[config.mk]
export PLATFORM = sky130hd
export DESIGN_NAME = sound_registers
export DESIGN_NICKNAME = d
export VERILOG_FILES = /design/src/sound_map_pkg.sv /design/src/sound_field_pkg.sv /design/src/reg_write_if.sv /design/src/channel_reg_bank.sv /design/src/sound_ctrl_regs.sv /design/src/sound_registers.sv
export SDC_FILE = /design/constraint.sdc
export NUM_CORES = 1
export LEC_CHECK = 0
export BUFFER_PORTS_ARGS = -buffer_cell sky130_fd_sc_hd__buf_2
export CELL_PAD_IN_SITES_DETAIL_PLACEMENT = 2
export CELL_PAD_IN_SITES_GLOBAL_PLACEMENT = 2
export CORE_MARGIN = 2
export CORE_UTILIZATION = 33
export DETAILED_ROUTE_END_ITERATION = 7
export GPL_TIMING_DRIVEN = 0
export MAX_ROUTING_LAYER = met4
export PLACE_DENSITY = 0.87
export SYNTH_ARGS = -nofsm -noshare
export SYNTH_HDL_FRONTEND = slang
export SYNTH_SLANG_ARGS = --single-unit
[constraint.sdc]
create_clock -name clk -period 2.7 [get_ports clk]
set_input_delay 0.27 -clock clk [delete_from_list [all_inputs] [get_ports clk]]
set_output_delay 0.27 -clock clk [all_outputs]
set_load 0.02 [all_outputs]
[src/sound_map_pkg.sv]
package sound_map_pkg;

   typedef logic [15:0] addr_t;                       // CPU address
   typedef logic [7:0]  byte_t;                       // One register byte

   localparam addr_t CH1_BASE  = 16'hFF10;            // NR10 tone and sweep
   localparam addr_t CH2_BASE  = 16'hFF16;            // NR21 tone
   localparam addr_t CH4_BASE  = 16'hFF20;            // NR41 noise
   localparam addr_t NR50_ADDR = 16'hFF24;            // Terminal volume and Vin
   localparam addr_t NR51_ADDR = 16'hFF25;            // Channel to terminal routing
   localparam addr_t NR52_ADDR = 16'hFF26;            // Master on/off

   localparam int CH1_REGS = 5;                       // NR10 to NR14
   localparam int CH2_REGS = 4;                       // NR21 to NR24
   localparam int CH4_REGS = 4;                       // NR41 to NR44

   localparam int MASTER_BIT  = 7;                    // NR52 all sound on
   localparam int RESTART_BIT = 7;                    // NRx4 initial trigger

   // Bits of each register that hold state
   localparam byte_t FREQ_HI_MASK = 8'h07;            // NRx4 frequency bits 10:8
   localparam byte_t NR10_KEEP    = 8'h7F;            // Bit 7 unused
   localparam byte_t NR41_KEEP    = 8'h3F;            // Length only
   localparam byte_t NRX4_KEEP    = 8'h40 | FREQ_HI_MASK; // Dont_loop plus freq hi
   localparam byte_t NR44_KEEP    = 8'h40;            // Dont_loop only

   function automatic byte_t keep_mask(addr_t a);
      case (a)
         CH1_BASE:                                 return NR10_KEEP;
         CH1_BASE + addr_t'(CH1_REGS - 1),
         CH2_BASE + addr_t'(CH2_REGS - 1):         return NRX4_KEEP;
         CH4_BASE:                                 return NR41_KEEP;
         CH4_BASE + addr_t'(CH4_REGS - 1):         return NR44_KEEP;
         default:                                  return 8'hFF;     // Full byte registers
      endcase
   endfunction

endpackage

[src/sound_field_pkg.sv]
package sound_field_pkg;

   // NR10 bits 6:0
   typedef struct packed {
      logic [2:0] sweep_time;                         // 0 means sweep off
      logic       sweep_decreasing;                   // 1 subtracts each shift
      logic [2:0] num_sweep_shifts;                   // Shift amount n
   } sweep_fields_t;

   // NR11 and NR21
   typedef struct packed {
      logic [1:0] wave_duty;                          // 12.5 to 75 percent
      logic [5:0] length_data;                        // Length t1
   } duty_len_fields_t;

   // NRx2 volume envelope
   typedef struct packed {
      logic [3:0] initial_volume;                     // 0 is silent
      logic       envelope_increasing;                // Direction
      logic [2:0] num_envelope_sweeps;                // Step count n
   } envelope_fields_t;

   // NRx4 bit 6 with NRx4 bits 2:0 over NRx3
   typedef struct packed {
      logic        dont_loop;                         // Stop at length expiry
      logic [10:0] frequency_data;                    // 11 bit period value
   } freq_fields_t;

   // NR43 polynomial counter
   typedef struct packed {
      logic [3:0] shift_clock_freq_data;              // Shift clock s
      logic       counter_width;                      // 1 selects 7 bit LFSR
      logic [2:0] freq_dividing_ratio;                // Divider r
   } noise_poly_fields_t;

   // Channel 1 view in register order
   typedef struct packed {
      sweep_fields_t    sweep;                        // NR10
      duty_len_fields_t duty_len;                     // NR11
      envelope_fields_t envelope;                     // NR12
      freq_fields_t     freq;                         // NR14 over NR13
   } tone_sweep_regs_t;

   // Channel 2 view
   typedef struct packed {
      duty_len_fields_t duty_len;                     // NR21
      envelope_fields_t envelope;                     // NR22
      freq_fields_t     freq;                         // NR24 over NR23
   } tone_regs_t;

   // Channel 4 view
   typedef struct packed {
      logic [5:0]         length_data;                // NR41 bits 5:0
      envelope_fields_t   envelope;                   // NR42
      noise_poly_fields_t poly;                       // NR43
      logic               dont_loop;                  // NR44 bit 6
   } noise_regs_t;

   // NR50 then NR51
   typedef struct packed {
      logic       so2_vin;                            // Cartridge Vin to SO2
      logic [2:0] so2_output_level;                   // SO2 master volume
      logic       so1_vin;                            // Cartridge Vin to SO1
      logic [2:0] so1_output_level;                   // SO1 master volume
      logic       so2_ch4_enable;
      logic       so2_ch3_enable;
      logic       so2_ch2_enable;
      logic       so2_ch1_enable;
      logic       so1_ch4_enable;
      logic       so1_ch3_enable;
      logic       so1_ch2_enable;
      logic       so1_ch1_enable;
   } mixer_fields_t;

endpackage

[src/reg_write_if.sv]
`timescale 1ns/10ps

// Register write broadcast from the control group to the channel groups
interface reg_write_if;

   sound_map_pkg::addr_t addr;                        // CPU address as issued
   sound_map_pkg::byte_t data;                        // Write byte
   logic                 wen;                         // Write enable gated by master bit
   logic                 clear;                       // High while sound is off

   modport source (
      output addr,
      output data,
      output wen,
      output clear
   );

   modport sink (
      input addr,
      input data,
      input wen,
      input clear
   );

endinterface

[src/channel_reg_bank.sv]
`timescale 1ns/10ps

module channel_reg_bank #(
   parameter sound_map_pkg::addr_t BASE     = sound_map_pkg::CH1_BASE,
   parameter int                   NUM_REGS = sound_map_pkg::CH1_REGS,
   parameter type                  fields_t = sound_field_pkg::tone_sweep_regs_t
) (
   input  logic      clk,
   input  logic      rst,
   reg_write_if.sink wr,
   output fields_t   fields,
   output logic      restart
);

   localparam int SLOT_W    = $clog2(NUM_REGS);       // Slot index width
   localparam int VIEW_W    = $bits(fields_t);        // Packed field width
   localparam int LAST_SLOT = NUM_REGS - 1;           // NRx4 slot
   localparam sound_map_pkg::addr_t LAST_ADDR = BASE + sound_map_pkg::addr_t'(LAST_SLOT);
   // Tone channels keep frequency hi bits in NRx4
   localparam logic FREQ_SPLIT =
      |(sound_map_pkg::keep_mask(LAST_ADDR) & sound_map_pkg::FREQ_HI_MASK);

   sound_map_pkg::byte_t regs_q [NUM_REGS];          // Stored bytes, unused bits zero
   sound_map_pkg::addr_t offset;                      // Address minus base
   logic [SLOT_W-1:0]    slot;                        // Target slot
   logic                 hit;                         // Write lands in this group
   logic [VIEW_W-1:0]    view_bits;                   // Kept bits packed MSB first

   // NRx4 goes ahead of NRx3 so the frequency reads as one value
   function automatic int view_slot(int k);
      if (FREQ_SPLIT && k == LAST_SLOT - 1) begin
         return LAST_SLOT;
      end
      if (FREQ_SPLIT && k == LAST_SLOT) begin
         return LAST_SLOT - 1;
      end
      return k;
   endfunction

   assign offset = wr.addr - BASE;
   assign slot   = offset[SLOT_W-1:0];
   assign hit    = wr.wen && (wr.addr >= BASE) && (wr.addr <= LAST_ADDR);

   always_ff @(posedge clk) begin
      if (wr.clear) begin                             // Master off wipes the group
         for (int i = 0; i < NUM_REGS; i++) begin
            regs_q[i] <= '0;
         end
      end else if (hit) begin
         regs_q[slot] <= wr.data & sound_map_pkg::keep_mask(wr.addr); // Drop unused bits
      end
   end

   // One cycle trigger from NRx4 bit 7
   always_ff @(posedge clk) begin
      if (rst) begin
         restart <= 1'b0;
      end else begin
         restart <= hit && (slot == SLOT_W'(LAST_SLOT)) && wr.data[sound_map_pkg::RESTART_BIT];
      end
   end

   // Gather the kept bits of every slot into the packed view
   always_comb begin
      int                   pos;
      int                   s;
      sound_map_pkg::byte_t mask;
      pos       = VIEW_W;
      view_bits = '0;
      for (int k = 0; k < NUM_REGS; k++) begin
         s    = view_slot(k);
         mask = sound_map_pkg::keep_mask(BASE + sound_map_pkg::addr_t'(s));
         for (int b = 7; b >= 0; b--) begin
            if (mask[b]) begin
               pos            = pos - 1;              // Next free bit from the top
               view_bits[pos] = regs_q[s][b];
            end
         end
      end
   end

   // Fields drop in the same cycle the master bit goes low
   assign fields = wr.clear ? fields_t'('0) : fields_t'(view_bits);

endmodule

[src/sound_ctrl_regs.sv]
`timescale 1ns/10ps

module sound_ctrl_regs (
   input  logic                           clk,
   input  logic                           rst,
   input  sound_map_pkg::addr_t           reg_addr,
   input  sound_map_pkg::byte_t           reg_data,
   input  logic                           reg_w_enable,
   reg_write_if.source                    wr,
   output sound_field_pkg::mixer_fields_t mixer,
   output logic                           sound_master_enable
);

   logic                 master_q;                    // NR52 bit 7
   sound_map_pkg::byte_t nr50_q;                      // Terminal volume and Vin
   sound_map_pkg::byte_t nr51_q;                      // Channel routing
   logic                 gated_wen;                   // Write allowed while sound is on
   logic                 nr52_sel;
   logic                 nr50_sel;
   logic                 nr51_sel;

   assign nr52_sel  = (reg_addr == sound_map_pkg::NR52_ADDR);
   assign nr50_sel  = (reg_addr == sound_map_pkg::NR50_ADDR);
   assign nr51_sel  = (reg_addr == sound_map_pkg::NR51_ADDR);
   assign gated_wen = reg_w_enable & master_q;        // Stored bit so enabling write gates itself

   // NR52 answers regardless of master state
   always_ff @(posedge clk) begin
      if (rst) begin
         master_q <= 1'b0;
      end else if (reg_w_enable && nr52_sel) begin
         master_q <= reg_data[sound_map_pkg::MASTER_BIT]; // On flags are not stored
      end
   end

   always_ff @(posedge clk) begin
      if (!master_q) begin                            // Held at zero while off
         nr50_q <= '0;
         nr51_q <= '0;
      end else if (gated_wen) begin
         if (nr50_sel) begin
            nr50_q <= reg_data;
         end
         if (nr51_sel) begin
            nr51_q <= reg_data;
         end
      end
   end

   // Broadcast to the channel groups
   assign wr.addr  = reg_addr;
   assign wr.data  = reg_data;
   assign wr.wen   = gated_wen;
   assign wr.clear = ~master_q;                       // Wipes channel storage

   // Mixer reads zero from the cycle sound turns off
   assign mixer = master_q ? sound_field_pkg::mixer_fields_t'({nr50_q, nr51_q})
                           : sound_field_pkg::mixer_fields_t'('0);

   assign sound_master_enable = master_q;

endmodule

[src/sound_registers.sv]
`timescale 1ns/10ps

module sound_registers (
   input  logic                 clk,
   input  logic                 rst,
   input  sound_map_pkg::addr_t reg_addr,
   input  sound_map_pkg::byte_t reg_data,
   input  logic                 reg_w_enable,
   // Channel 1 tone and sweep
   output logic [2:0]           ch1_sweep_time,
   output logic                 ch1_sweep_decreasing,
   output logic [2:0]           ch1_num_sweep_shifts,
   output logic [1:0]           ch1_wave_duty,
   output logic [5:0]           ch1_length_data,
   output logic [3:0]           ch1_initial_volume,
   output logic                 ch1_envelope_increasing,
   output logic [2:0]           ch1_num_envelope_sweeps,
   output logic                 ch1_restart,
   output logic                 ch1_dont_loop,
   output logic [10:0]          ch1_frequency_data,
   // Channel 2 tone
   output logic [1:0]           ch2_wave_duty,
   output logic [5:0]           ch2_length_data,
   output logic [3:0]           ch2_initial_volume,
   output logic                 ch2_envelope_increasing,
   output logic [2:0]           ch2_num_envelope_sweeps,
   output logic                 ch2_restart,
   output logic                 ch2_dont_loop,
   output logic [10:0]          ch2_frequency_data,
   // Channel 4 noise
   output logic [5:0]           ch4_length_data,
   output logic [3:0]           ch4_initial_volume,
   output logic                 ch4_envelope_increasing,
   output logic [2:0]           ch4_num_envelope_sweeps,
   output logic [3:0]           ch4_shift_clock_freq_data,
   output logic                 ch4_counter_width,
   output logic [2:0]           ch4_freq_dividing_ratio,
   output logic                 ch4_restart,
   output logic                 ch4_dont_loop,
   // Mixer
   output logic                 so2_vin,
   output logic [2:0]           so2_output_level,
   output logic                 so1_vin,
   output logic [2:0]           so1_output_level,
   output logic                 so2_ch4_enable,
   output logic                 so2_ch3_enable,
   output logic                 so2_ch2_enable,
   output logic                 so2_ch1_enable,
   output logic                 so1_ch4_enable,
   output logic                 so1_ch3_enable,
   output logic                 so1_ch2_enable,
   output logic                 so1_ch1_enable,
   output logic                 sound_master_enable
);

   reg_write_if wr_bus ();                            // Gated write to all channel groups

   sound_field_pkg::tone_sweep_regs_t ch1_fields;
   sound_field_pkg::tone_regs_t       ch2_fields;
   sound_field_pkg::noise_regs_t      ch4_fields;
   sound_field_pkg::mixer_fields_t    mixer;

   sound_ctrl_regs u_ctrl (
      .clk                 (clk),
      .rst                 (rst),
      .reg_addr            (reg_addr),
      .reg_data            (reg_data),
      .reg_w_enable        (reg_w_enable),
      .wr                  (wr_bus),
      .mixer               (mixer),
      .sound_master_enable (sound_master_enable)
   );

   channel_reg_bank #(
      .BASE     (sound_map_pkg::CH1_BASE),
      .NUM_REGS (sound_map_pkg::CH1_REGS),
      .fields_t (sound_field_pkg::tone_sweep_regs_t)
   ) u_ch1 (
      .clk     (clk),
      .rst     (rst),
      .wr      (wr_bus),
      .fields  (ch1_fields),
      .restart (ch1_restart)
   );

   channel_reg_bank #(
      .BASE     (sound_map_pkg::CH2_BASE),
      .NUM_REGS (sound_map_pkg::CH2_REGS),
      .fields_t (sound_field_pkg::tone_regs_t)
   ) u_ch2 (
      .clk     (clk),
      .rst     (rst),
      .wr      (wr_bus),
      .fields  (ch2_fields),
      .restart (ch2_restart)
   );

   channel_reg_bank #(
      .BASE     (sound_map_pkg::CH4_BASE),
      .NUM_REGS (sound_map_pkg::CH4_REGS),
      .fields_t (sound_field_pkg::noise_regs_t)
   ) u_ch4 (
      .clk     (clk),
      .rst     (rst),
      .wr      (wr_bus),
      .fields  (ch4_fields),
      .restart (ch4_restart)
   );

   assign ch1_sweep_time          = ch1_fields.sweep.sweep_time;
   assign ch1_sweep_decreasing    = ch1_fields.sweep.sweep_decreasing;
   assign ch1_num_sweep_shifts    = ch1_fields.sweep.num_sweep_shifts;
   assign ch1_wave_duty           = ch1_fields.duty_len.wave_duty;
   assign ch1_length_data         = ch1_fields.duty_len.length_data;
   assign ch1_initial_volume      = ch1_fields.envelope.initial_volume;
   assign ch1_envelope_increasing = ch1_fields.envelope.envelope_increasing;
   assign ch1_num_envelope_sweeps = ch1_fields.envelope.num_envelope_sweeps;
   assign ch1_dont_loop           = ch1_fields.freq.dont_loop;
   assign ch1_frequency_data      = ch1_fields.freq.frequency_data;

   assign ch2_wave_duty           = ch2_fields.duty_len.wave_duty;
   assign ch2_length_data         = ch2_fields.duty_len.length_data;
   assign ch2_initial_volume      = ch2_fields.envelope.initial_volume;
   assign ch2_envelope_increasing = ch2_fields.envelope.envelope_increasing;
   assign ch2_num_envelope_sweeps = ch2_fields.envelope.num_envelope_sweeps;
   assign ch2_dont_loop           = ch2_fields.freq.dont_loop;
   assign ch2_frequency_data      = ch2_fields.freq.frequency_data;

   assign ch4_length_data           = ch4_fields.length_data;
   assign ch4_initial_volume        = ch4_fields.envelope.initial_volume;
   assign ch4_envelope_increasing   = ch4_fields.envelope.envelope_increasing;
   assign ch4_num_envelope_sweeps   = ch4_fields.envelope.num_envelope_sweeps;
   assign ch4_shift_clock_freq_data = ch4_fields.poly.shift_clock_freq_data;
   assign ch4_counter_width         = ch4_fields.poly.counter_width;
   assign ch4_freq_dividing_ratio   = ch4_fields.poly.freq_dividing_ratio;
   assign ch4_dont_loop             = ch4_fields.dont_loop;

   assign so2_vin          = mixer.so2_vin;
   assign so2_output_level = mixer.so2_output_level;
   assign so1_vin          = mixer.so1_vin;
   assign so1_output_level = mixer.so1_output_level;
   assign so2_ch4_enable   = mixer.so2_ch4_enable;
   assign so2_ch3_enable   = mixer.so2_ch3_enable;
   assign so2_ch2_enable   = mixer.so2_ch2_enable;
   assign so2_ch1_enable   = mixer.so2_ch1_enable;
   assign so1_ch4_enable   = mixer.so1_ch4_enable;
   assign so1_ch3_enable   = mixer.so1_ch3_enable;
   assign so1_ch2_enable   = mixer.so1_ch2_enable;
   assign so1_ch1_enable   = mixer.so1_ch1_enable;

endmodule

Word-level counts from Yosys, hierarchy flattened --
Memory sizes are Yosys's and may differ from the RTL's. Cells that the tools add are included.
Word-level totals: flip-flop bits (word level) 20, bits in writable memories 104, bits of input ports 27, memories kept 3
Memories:
- u_ch1.regs_q | depth 5, width 8, rd ports 5, clocked after Yosys merged registers in 0, write ports 5, line channel_reg_bank.sv:23 | sound_map_pkg::byte_t regs_q [NUM_REGS];
- u_ch2.regs_q | depth 4, width 8, rd ports 4, clocked after Yosys merged registers in 0, write ports 4, line channel_reg_bank.sv:23
- u_ch4.regs_q | depth 4, width 8, rd ports 4, clocked after Yosys merged registers in 0, write ports 4, line channel_reg_bank.sv:23
Cells by class: add/sub/neg operators 3, order comparisons 6, equality and inequality tests 11, muxes and demuxes 30, bitwise operators 4, reductions and logical operators 19
Operators with widths (number):
- 16-bit equality test, second input constant | 8
- 8-bit two-way mux | 9
- 16-bit >= comparator, second input constant | 3
- 16-bit <= comparator, second input constant | 3
- 35-bit two-way mux | 1
- 8-bit one-hot mux with 4 select lines | 1
- 28-bit two-way mux | 1
- 8-bit bitwise AND | 3
- 8-bit OR reduction | 3
- 23-bit two-way mux | 1
- 16-bit two-way mux | 1
- 1-bit logical AND | 13
- 1-bit two-way mux | 13
- 2-bit equality test, second input constant | 2
- 2-bit two-way mux | 2
- 2-bit AND reduction | 2
- 3-bit equality test, second input constant | 1
- 3-bit two-way mux | 1
- 3-bit by 1-bit subtractor with 3-bit output, second input constant | 1
- 2-bit OR reduction | 1
- 2-bit by 1-bit subtractor with 2-bit output, second input constant | 1
- 2-bit subtractor, second input constant | 1
- 1-bit bitwise AND | 1

Longest topological paths before layout --
Gate-level depths: netlist of the first run.
depth in word-level cells 8, depth in mapped cells 6, mapped depth without buffers 4

Cells and area by module --
A second synthesis of the first run with hierarchy kept.
Second synthesis, totals: cell total of the unflattened synthesis 509, area, all modules 5826.8 um^2
By module, submodules not included:
- channel_reg_bank at u_ch1 | times used 1, cells an instance 150, area an instance 1880.6 um^2, seq. area each 1071.0 um^2
- channel_reg_bank at u_ch2 | times used 1, cells an instance 141, area an instance 1714.1 um^2, seq. area each 860.8 um^2
- channel_reg_bank at u_ch4 | times used 1, cells an instance 103, area an instance 1189.9 um^2, seq. area each 710.7 um^2
- sound_ctrl_regs | times used 1, cells an instance 115, area an instance 1042.2 um^2, seq. area each 340.3 um^2

Least setup slack after synthesis of the first run --
Ideal clock, no wire load.
path kind input port to flip-flop, from in reg_addr[6], to mem u_ch1.regs_q[0][0] in the netlist's numbering, enable pin, library setup time 323 ps, data arrival time 1672 ps, data required time 2377 ps, setup slack 705 ps, cell stages on the path 4, cell sequence or4_4 -> or4_4 -> buf_6 -> nand2_1
RTL lines:
- from (decl) | line sound_registers.sv:6 | input sound_map_pkg::addr_t reg_addr,
- to (decl) | line channel_reg_bank.sv:23

==> qor.yml, run 1 <==
antenna_found_initial: 0
cts_tree: "done"
clockBufferDepth: 2
nets: 576
core_um2: 13900
power_density_nw_per_um2: 548
start_kind: "flip-flop"
grt_pass1_vias: 3813
routed_wl_mm: 14.6
start_util_pct: 33.8
gp_congestion: 0.812
outcome: "finished clean"
worst_pin_slew_ns: 1.14
ant_nets: 0
cts_setup_buffers: 0
port_buffers: 132
antennaDiodeCount: 0
rsz0062_at_grt: "no"
syn-num-nets: 433
finalSetupTns_ns: 0
ios: 133
synth-edff-count: 86
die_width_um: 123
crit_type: "reg2reg"
cts.sinks: 106
cp.required_ns: 2.70
drt-initial-drc-count: 143
clock-root-buffer: "clkbuf_16"
irDropWorstVdd_mv: 0.269
synth_area_leaders: "edfxtp_1 (55%), and2_1 (14%), dfxtp_1 (8.5%), nor2_1 (7.0%), mux2_2 (3.8%)"
crit_chain: "buf_2, clkbuf_1, clkbuf_1, nand2_1"
clkLatencyLatePin_ns: 0.35
finalCritPeriodShare_pct: 92.1
ys_types: 32
postCtsResizedCells: 0
grt_start_max_net_pins: 17
p_leak_nw: 2.80
die-area_um2: 15200
crit_top_cell: "clkbuf_1"
grt.overflow.total: 0
worst_clock_skew_ns: 0.00549
final-max-slew-violation-count: 0
final.min_clock_period_ns: 2.49
ys_warn_count: 0
drc: 0
yosysMostFrequentCell: "and2_1"
syn-instance-count: 406
dp_cells: 718
routedWlPerCell_um: 19.9
max_stage_delay_ns: 0.59
hp-class: "in2reg"
area_growth_pct: 25.5
cts.htree.levels: 3
ys_seq_elements: 106
syn-mean-instance-area_um2: 11.6
grt_pass1_wl_mm: 21.7
ys.flop_type: "edfxtp_1"
clk_pin_slew_ns: 0.07
synth_top_area_share_pct: 55.0
cts_inserted_buffers: 9
crit_fanout: 10
critPathBufInv: 3
fp-row-count: 43
crit_path_end_kind: "flip-flop"
setup_violations: 0
relSlewSlack_pct: 23.2
vias: 3527
crit_arrival_ns: 2.49
critPathTopFamily: "buffers and inverters"
hold_viol: 0
synthArstFlopShare_pct: 0
fin_cells: 734
grtUsageTotal_pct: 20.4
max_freq_ghz: 0.402
yosysSeqAreaShare_pct: 63.6
place_hpwl_mm: 10.8
hold_buffers: 0
drive_gt1_share_pct: 31.9
syn_area_um2: 4690
yosysTopAreaCell: "edfxtp_1"
drtPass1Iterations: 4
max-cap-violations: 0
die_height_um: 123
synth_common_cells: "and2_1 (103), nor2_1 (87), edfxtp_1 (86), dfxtp_1 (20), nand2_1 (20)"
critical-path-slowest-cell: "clkbuf_1"
vias_per_cell: 4.81
report_power, final:
part	internal [mW]	leakage [nW]	switching, mW	total [mW]
Clock	0.807	0.152	0.588	1.40
Combinational	0.0251	1.43	0.0652	0.0903
Sequential	1.74	1.22	0.00000268	1.74
Total	2.57	2.80	0.653	3.22
state kept, by name, indices dropped and copies added, names as in the netlist, 8 cells and up:
register,cells
u_ch2.regs_q,28
u_ctrl.nr50_q,8
u_ch1.regs_q,35
u_ctrl.nr51_q,8
u_ch4.regs_q,23
per-stage QoR:
stage	total power, mW	setup WS [ns]	hold WS (ns)	area (um2)	util [%]
5_1_grt	3.32	0.0386	0.187	5890	42.4
3_5_place_dp	1.87	0.146	0.540	5580	40.2
3_3_place_gp	1.86	0.297	0.533	5580	40.2
4_1_cts	3.25	0.198	0.175	5890	42.4
2_1_floorplan	1.81	0.705	0.416	4690	-
6_report	3.22	0.213	0.184	5890	42.4
final timing paths:
path | start | end | slack [ns] | cells past startpoint
max | u_ctrl.sound_master_enable | u_ch4.regs_q[1][0] | 0.21 | 4
max reg2reg | u_ctrl.sound_master_enable | u_ch4.regs_q[1][0] | 0.21 | 4
min | reg_data[1] | u_ctrl.nr51_q[1] | 0.18 | 2
min reg2reg | u_ctrl.nr50_q[0] | u_ctrl.nr50_q[0] | 0.59 | 2
cells by family after synthesis:
family	after synthesis	synth area share, %
buf+inv	25	2.32
simple gates	249	29.0
flops	106	63.6
compound gates	9	1.07
mux	17	4.05
final cells by class:
type                            instances  area, um2
Fill cell                            1488       7990
Multi-Input combinational cell        275       1600
Clock inverter                          6       81.3
Tap cell                              180        225
Sequential cell                       106       2980
Buffer                                 21       93.8
Inverter                                4       15.0
Clock buffer                           10        229
Timing Repair Buffer                  132        661
per-layer routing:
| layer | wire length [um] | global-route usage [%] | part of all wire [%] | vias up |
|---|---|---|---|---|
| met4 | 338 | 6.89 | 2.3 | 0 |
| met2 | 7310 | 34.4 | 50 | 113 |
| met1 | 6190 | 24.4 | 42 | 1728 |
| met5 | 0 | - | 0 | - |
| met3 | 742 | 4.20 | 5.1 | 21 |
| li1 | - | - | - | 1665 |
cell usage in the layout (no fill, tap or decap), types with 3 or more instances in the layout:
cell type	synthesis	final
clkbuf_16	0	9
edfxtp_1	86	86
clkbuf_1	14	15
nand2_1	20	20
nor3_1	5	5
and2_1	103	103
nor2b_1	3	3
dfxtp_1	20	20
nor4_1	4	4
mux2_2	16	16
nor4_4	3	3
nor2_1	87	87
nand4_1	5	5
o21ai_0	6	6
nand2b_1	4	4
buf_2	6	138
clkinv_1	3	5
Power figures use the tool's default switching activity.
==> run 2, diff against run 1 <==
--- a/config.mk
+++ b/config.mk
@@ -13,7 +13,7 @@
 export DETAILED_ROUTE_END_ITERATION = 7
 export GPL_TIMING_DRIVEN = 0
 export MAX_ROUTING_LAYER = met4
-export PLACE_DENSITY = 0.87
+export PLACE_DENSITY = 0.79
 export SYNTH_ARGS = -nofsm -noshare
 export SYNTH_HDL_FRONTEND = slang
 export SYNTH_SLANG_ARGS = --single-unit
==> run 2 against run 1 <==
First-iteration DRC count up 3.5%. Critical endpoint is now ch2_frequency_data[3]. Clock skew up 0.00084 ns. Die area unchanged.
==> qor.yml, run 2 (synthesis results as in run 1) <==
grt_pass1_vias: 3787  # -0.68%
cts.htree.levels: 3  # unchanged
start_util_pct: 33.8  # unchanged
max_stage_delay_ns: 0.49  # -0.10 ns
reg2reg_to: "u_ch1.regs_q[2][6]"
clock-root-buffer: "clkbuf_16"
critPathTopFamily: "buffers and inverters"
antenna_found_initial: 0  # unchanged
crit_fanout: 10  # unchanged
routed_wl_mm: 14.3  # -2.0%
hold_buffers: 0  # unchanged
final-max-slew-violation-count: 0  # unchanged
critical-path-slowest-cell: "clkbuf_1"
finalCritPeriodShare_pct: 92.2  # about the same
hp-class: "in2reg"
cp.required_ns: 2.43  # -0.27 ns
dp_cells: 718  # unchanged
drive_gt1_share_pct: 31.8  # -0.18 points
nets: 576  # unchanged
reg2regPathDepth: 4  # unchanged
finalPower_mw: 3.12  # -3.4%
area_growth_pct: 25.0
cts_setup_buffers: 0  # unchanged
worstHoldStart: "reg_data[0]"
die_height_um: 123  # unchanged
rsz0062_at_grt: "no"
place_ws_ns: 0.210  # +0.0641 ns
final_cell_mix: "buf_2 (138), and2_1 (103), nor2_1 (87)"
max_freq_ghz: 0.402  # about the same
port_buffers: 132  # unchanged
setup_violations: 0  # unchanged
hold-path-cell-count: 2  # unchanged
vias: 3556  # +0.82%
routedWlPerCell_um: 19.5  # -2.0%
core_um2: 13900  # unchanged
max-cap-violations: 0  # unchanged
grtUsageTotal_pct: 20.1  # -0.31 points
grt_start_max_net_pins: 17  # unchanged
clockBufferDepth: 2  # unchanged
layout_commonest_cell: "buf_2"
crit_arrival_ns: 2.22  # -0.27 ns
start_kind: "flip-flop"
place_hpwl_mm: 10.7  # -0.99%
drt-initial-drc-count: 148  # +3.5%
hold_viol: 0  # unchanged
ant_nets: 0  # unchanged
grt_pass1_wl_mm: 21.6  # -0.45%
fin_cells: 734  # unchanged
die_width_um: 123  # unchanged
worst_clock_skew_ns: 0.00632  # +0.000838 ns
min_to: "u_ctrl.nr51_q[0]"
fillers: 1484  # -0.27%
antennaDiodeCount: 0  # unchanged
p_leak_nw: 2.79  # -0.43%
r2r_slack_ns: 0.26  # +0.05 ns
postCtsResizedCells: 0  # unchanged
layout_setup_ws_ns: 0.211  # -0.00177 ns
power_density_nw_per_um2: 531  # -3.0%
drc: 0  # unchanged
grt.overflow.total: 0  # unchanged
clkLatencyLatePin_ns: 0.35  # about the same
crit_path_end_kind: "primary output"
startpoint: "u_ctrl.sound_master_enable"
irDropWorstVdd_mv: 0.219  # -19%
gp_congestion: 0.814  # +0.21%
crit_chain: "buf_2, clkbuf_1, clkbuf_1, and2_1, buf_2"
top_regs: "u_ch1.regs_q: 35 flops, u_ch2.regs_q: 28 flops, u_ch4.regs_q: 23 flops"
cts_tree: "done"
finalSetupTns_ns: 0  # unchanged
holdWs_ns: 0.183  # -0.00135 ns
drtPass1Iterations: 4  # unchanged
ios: 133  # unchanged
outcome: "finished clean"
fp-row-count: 43  # unchanged
clk_pin_slew_ns: 0.07  # about the same
cts.sinks: 106  # unchanged
regMostFlops: "u_ch1.regs_q"
relSlewSlack_pct: 31.1  # +7.8 points
critPathBufInv: 4  # +1
worst_pin_slew_ns: 1.02  # -0.116 ns
crit_type: "reg2out"
largest_register_ffs: 35  # unchanged
r2r-start: "u_ctrl.sound_master_enable"
vias_per_cell: 4.84  # +0.82%
die-area_um2: 15200  # unchanged
final.min_clock_period_ns: 2.49  # +0.00177 ns
cts_inserted_buffers: 9  # unchanged
[run 2: cell types whose count changed in the layout (fill, tap and decap cells not counted)]
cell,previous run,this run
clkbuf_16,9,10
clkinv_2,1,0
inv_4,0,1
clkbuf_8,0,1
clkinv_1,5,3
clkbuf_1,15,18
bufinv_16,2,0
clkinv_4,1,0
[run 2: cell type report]
class | instances | area [um2] | area share (%)
plain buffers | 21 | 93.8 | 1.60
clock buffers | 15 | 279 | 4.76
clock inverters | 1 | 6.26 | 0.107
inverters | 4 | 15.0 | 0.256
multi-input cells | 275 | 1600 | 27.3
flip-flops and latches | 106 | 2980 | 50.9
well taps | 180 | 225 | 3.84
repair buffers | 132 | 661 | 11.3
[run 2: power by group]
part           internal, mW  switching (mW)  leakage (nW)  total (mW)
Sequential             1.74      0.00000257          1.22        1.74
Combinational        0.0251          0.0648          1.43      0.0900
Clock                 0.710           0.576         0.140        1.29
[run 2: metrics by stage]
stage	area [um2]	utilization [%]
floorplan	4690	-
global placement	5580	40.2
detailed placement	5580	40.2
CTS	5860	42.2
global route	5860	42.2
finish	5860	42.2
[run 2: layer usage]
metal / share of wire, % / vias up / global-route usage, %
met5: 0 / - / -
met4: 0.92 / 0 / 4.76
met3: 5.4 / 9 / 4.52
met2: 52 / 105 / 35.3
met1: 42 / 1779 / 23.4
li1: - / 1663 / -
[run 2: worst max-delay path by stage]
stage	to	slack, ns	cells past startpoint
floorplan	u_ch1.regs_q[0][0]	0.70	4
global placement	u_ch1.regs_q[2][1]	0.31	4
detailed placement	u_ch1.regs_q[2][6]	0.21	4
CTS	ch2_frequency_data[3]	0.17	5
global route	u_ch1.regs_q[2][3]	0.06	4
finish	ch2_frequency_data[3]	0.21	5
[run 2: worst reg2reg max path: stages (launching register included)]
cell and delay (ns):
dfxtp_1 0.35, buf_2 0.22, clkbuf_1 0.53, clkbuf_1 0.57, nand2_1 0.42
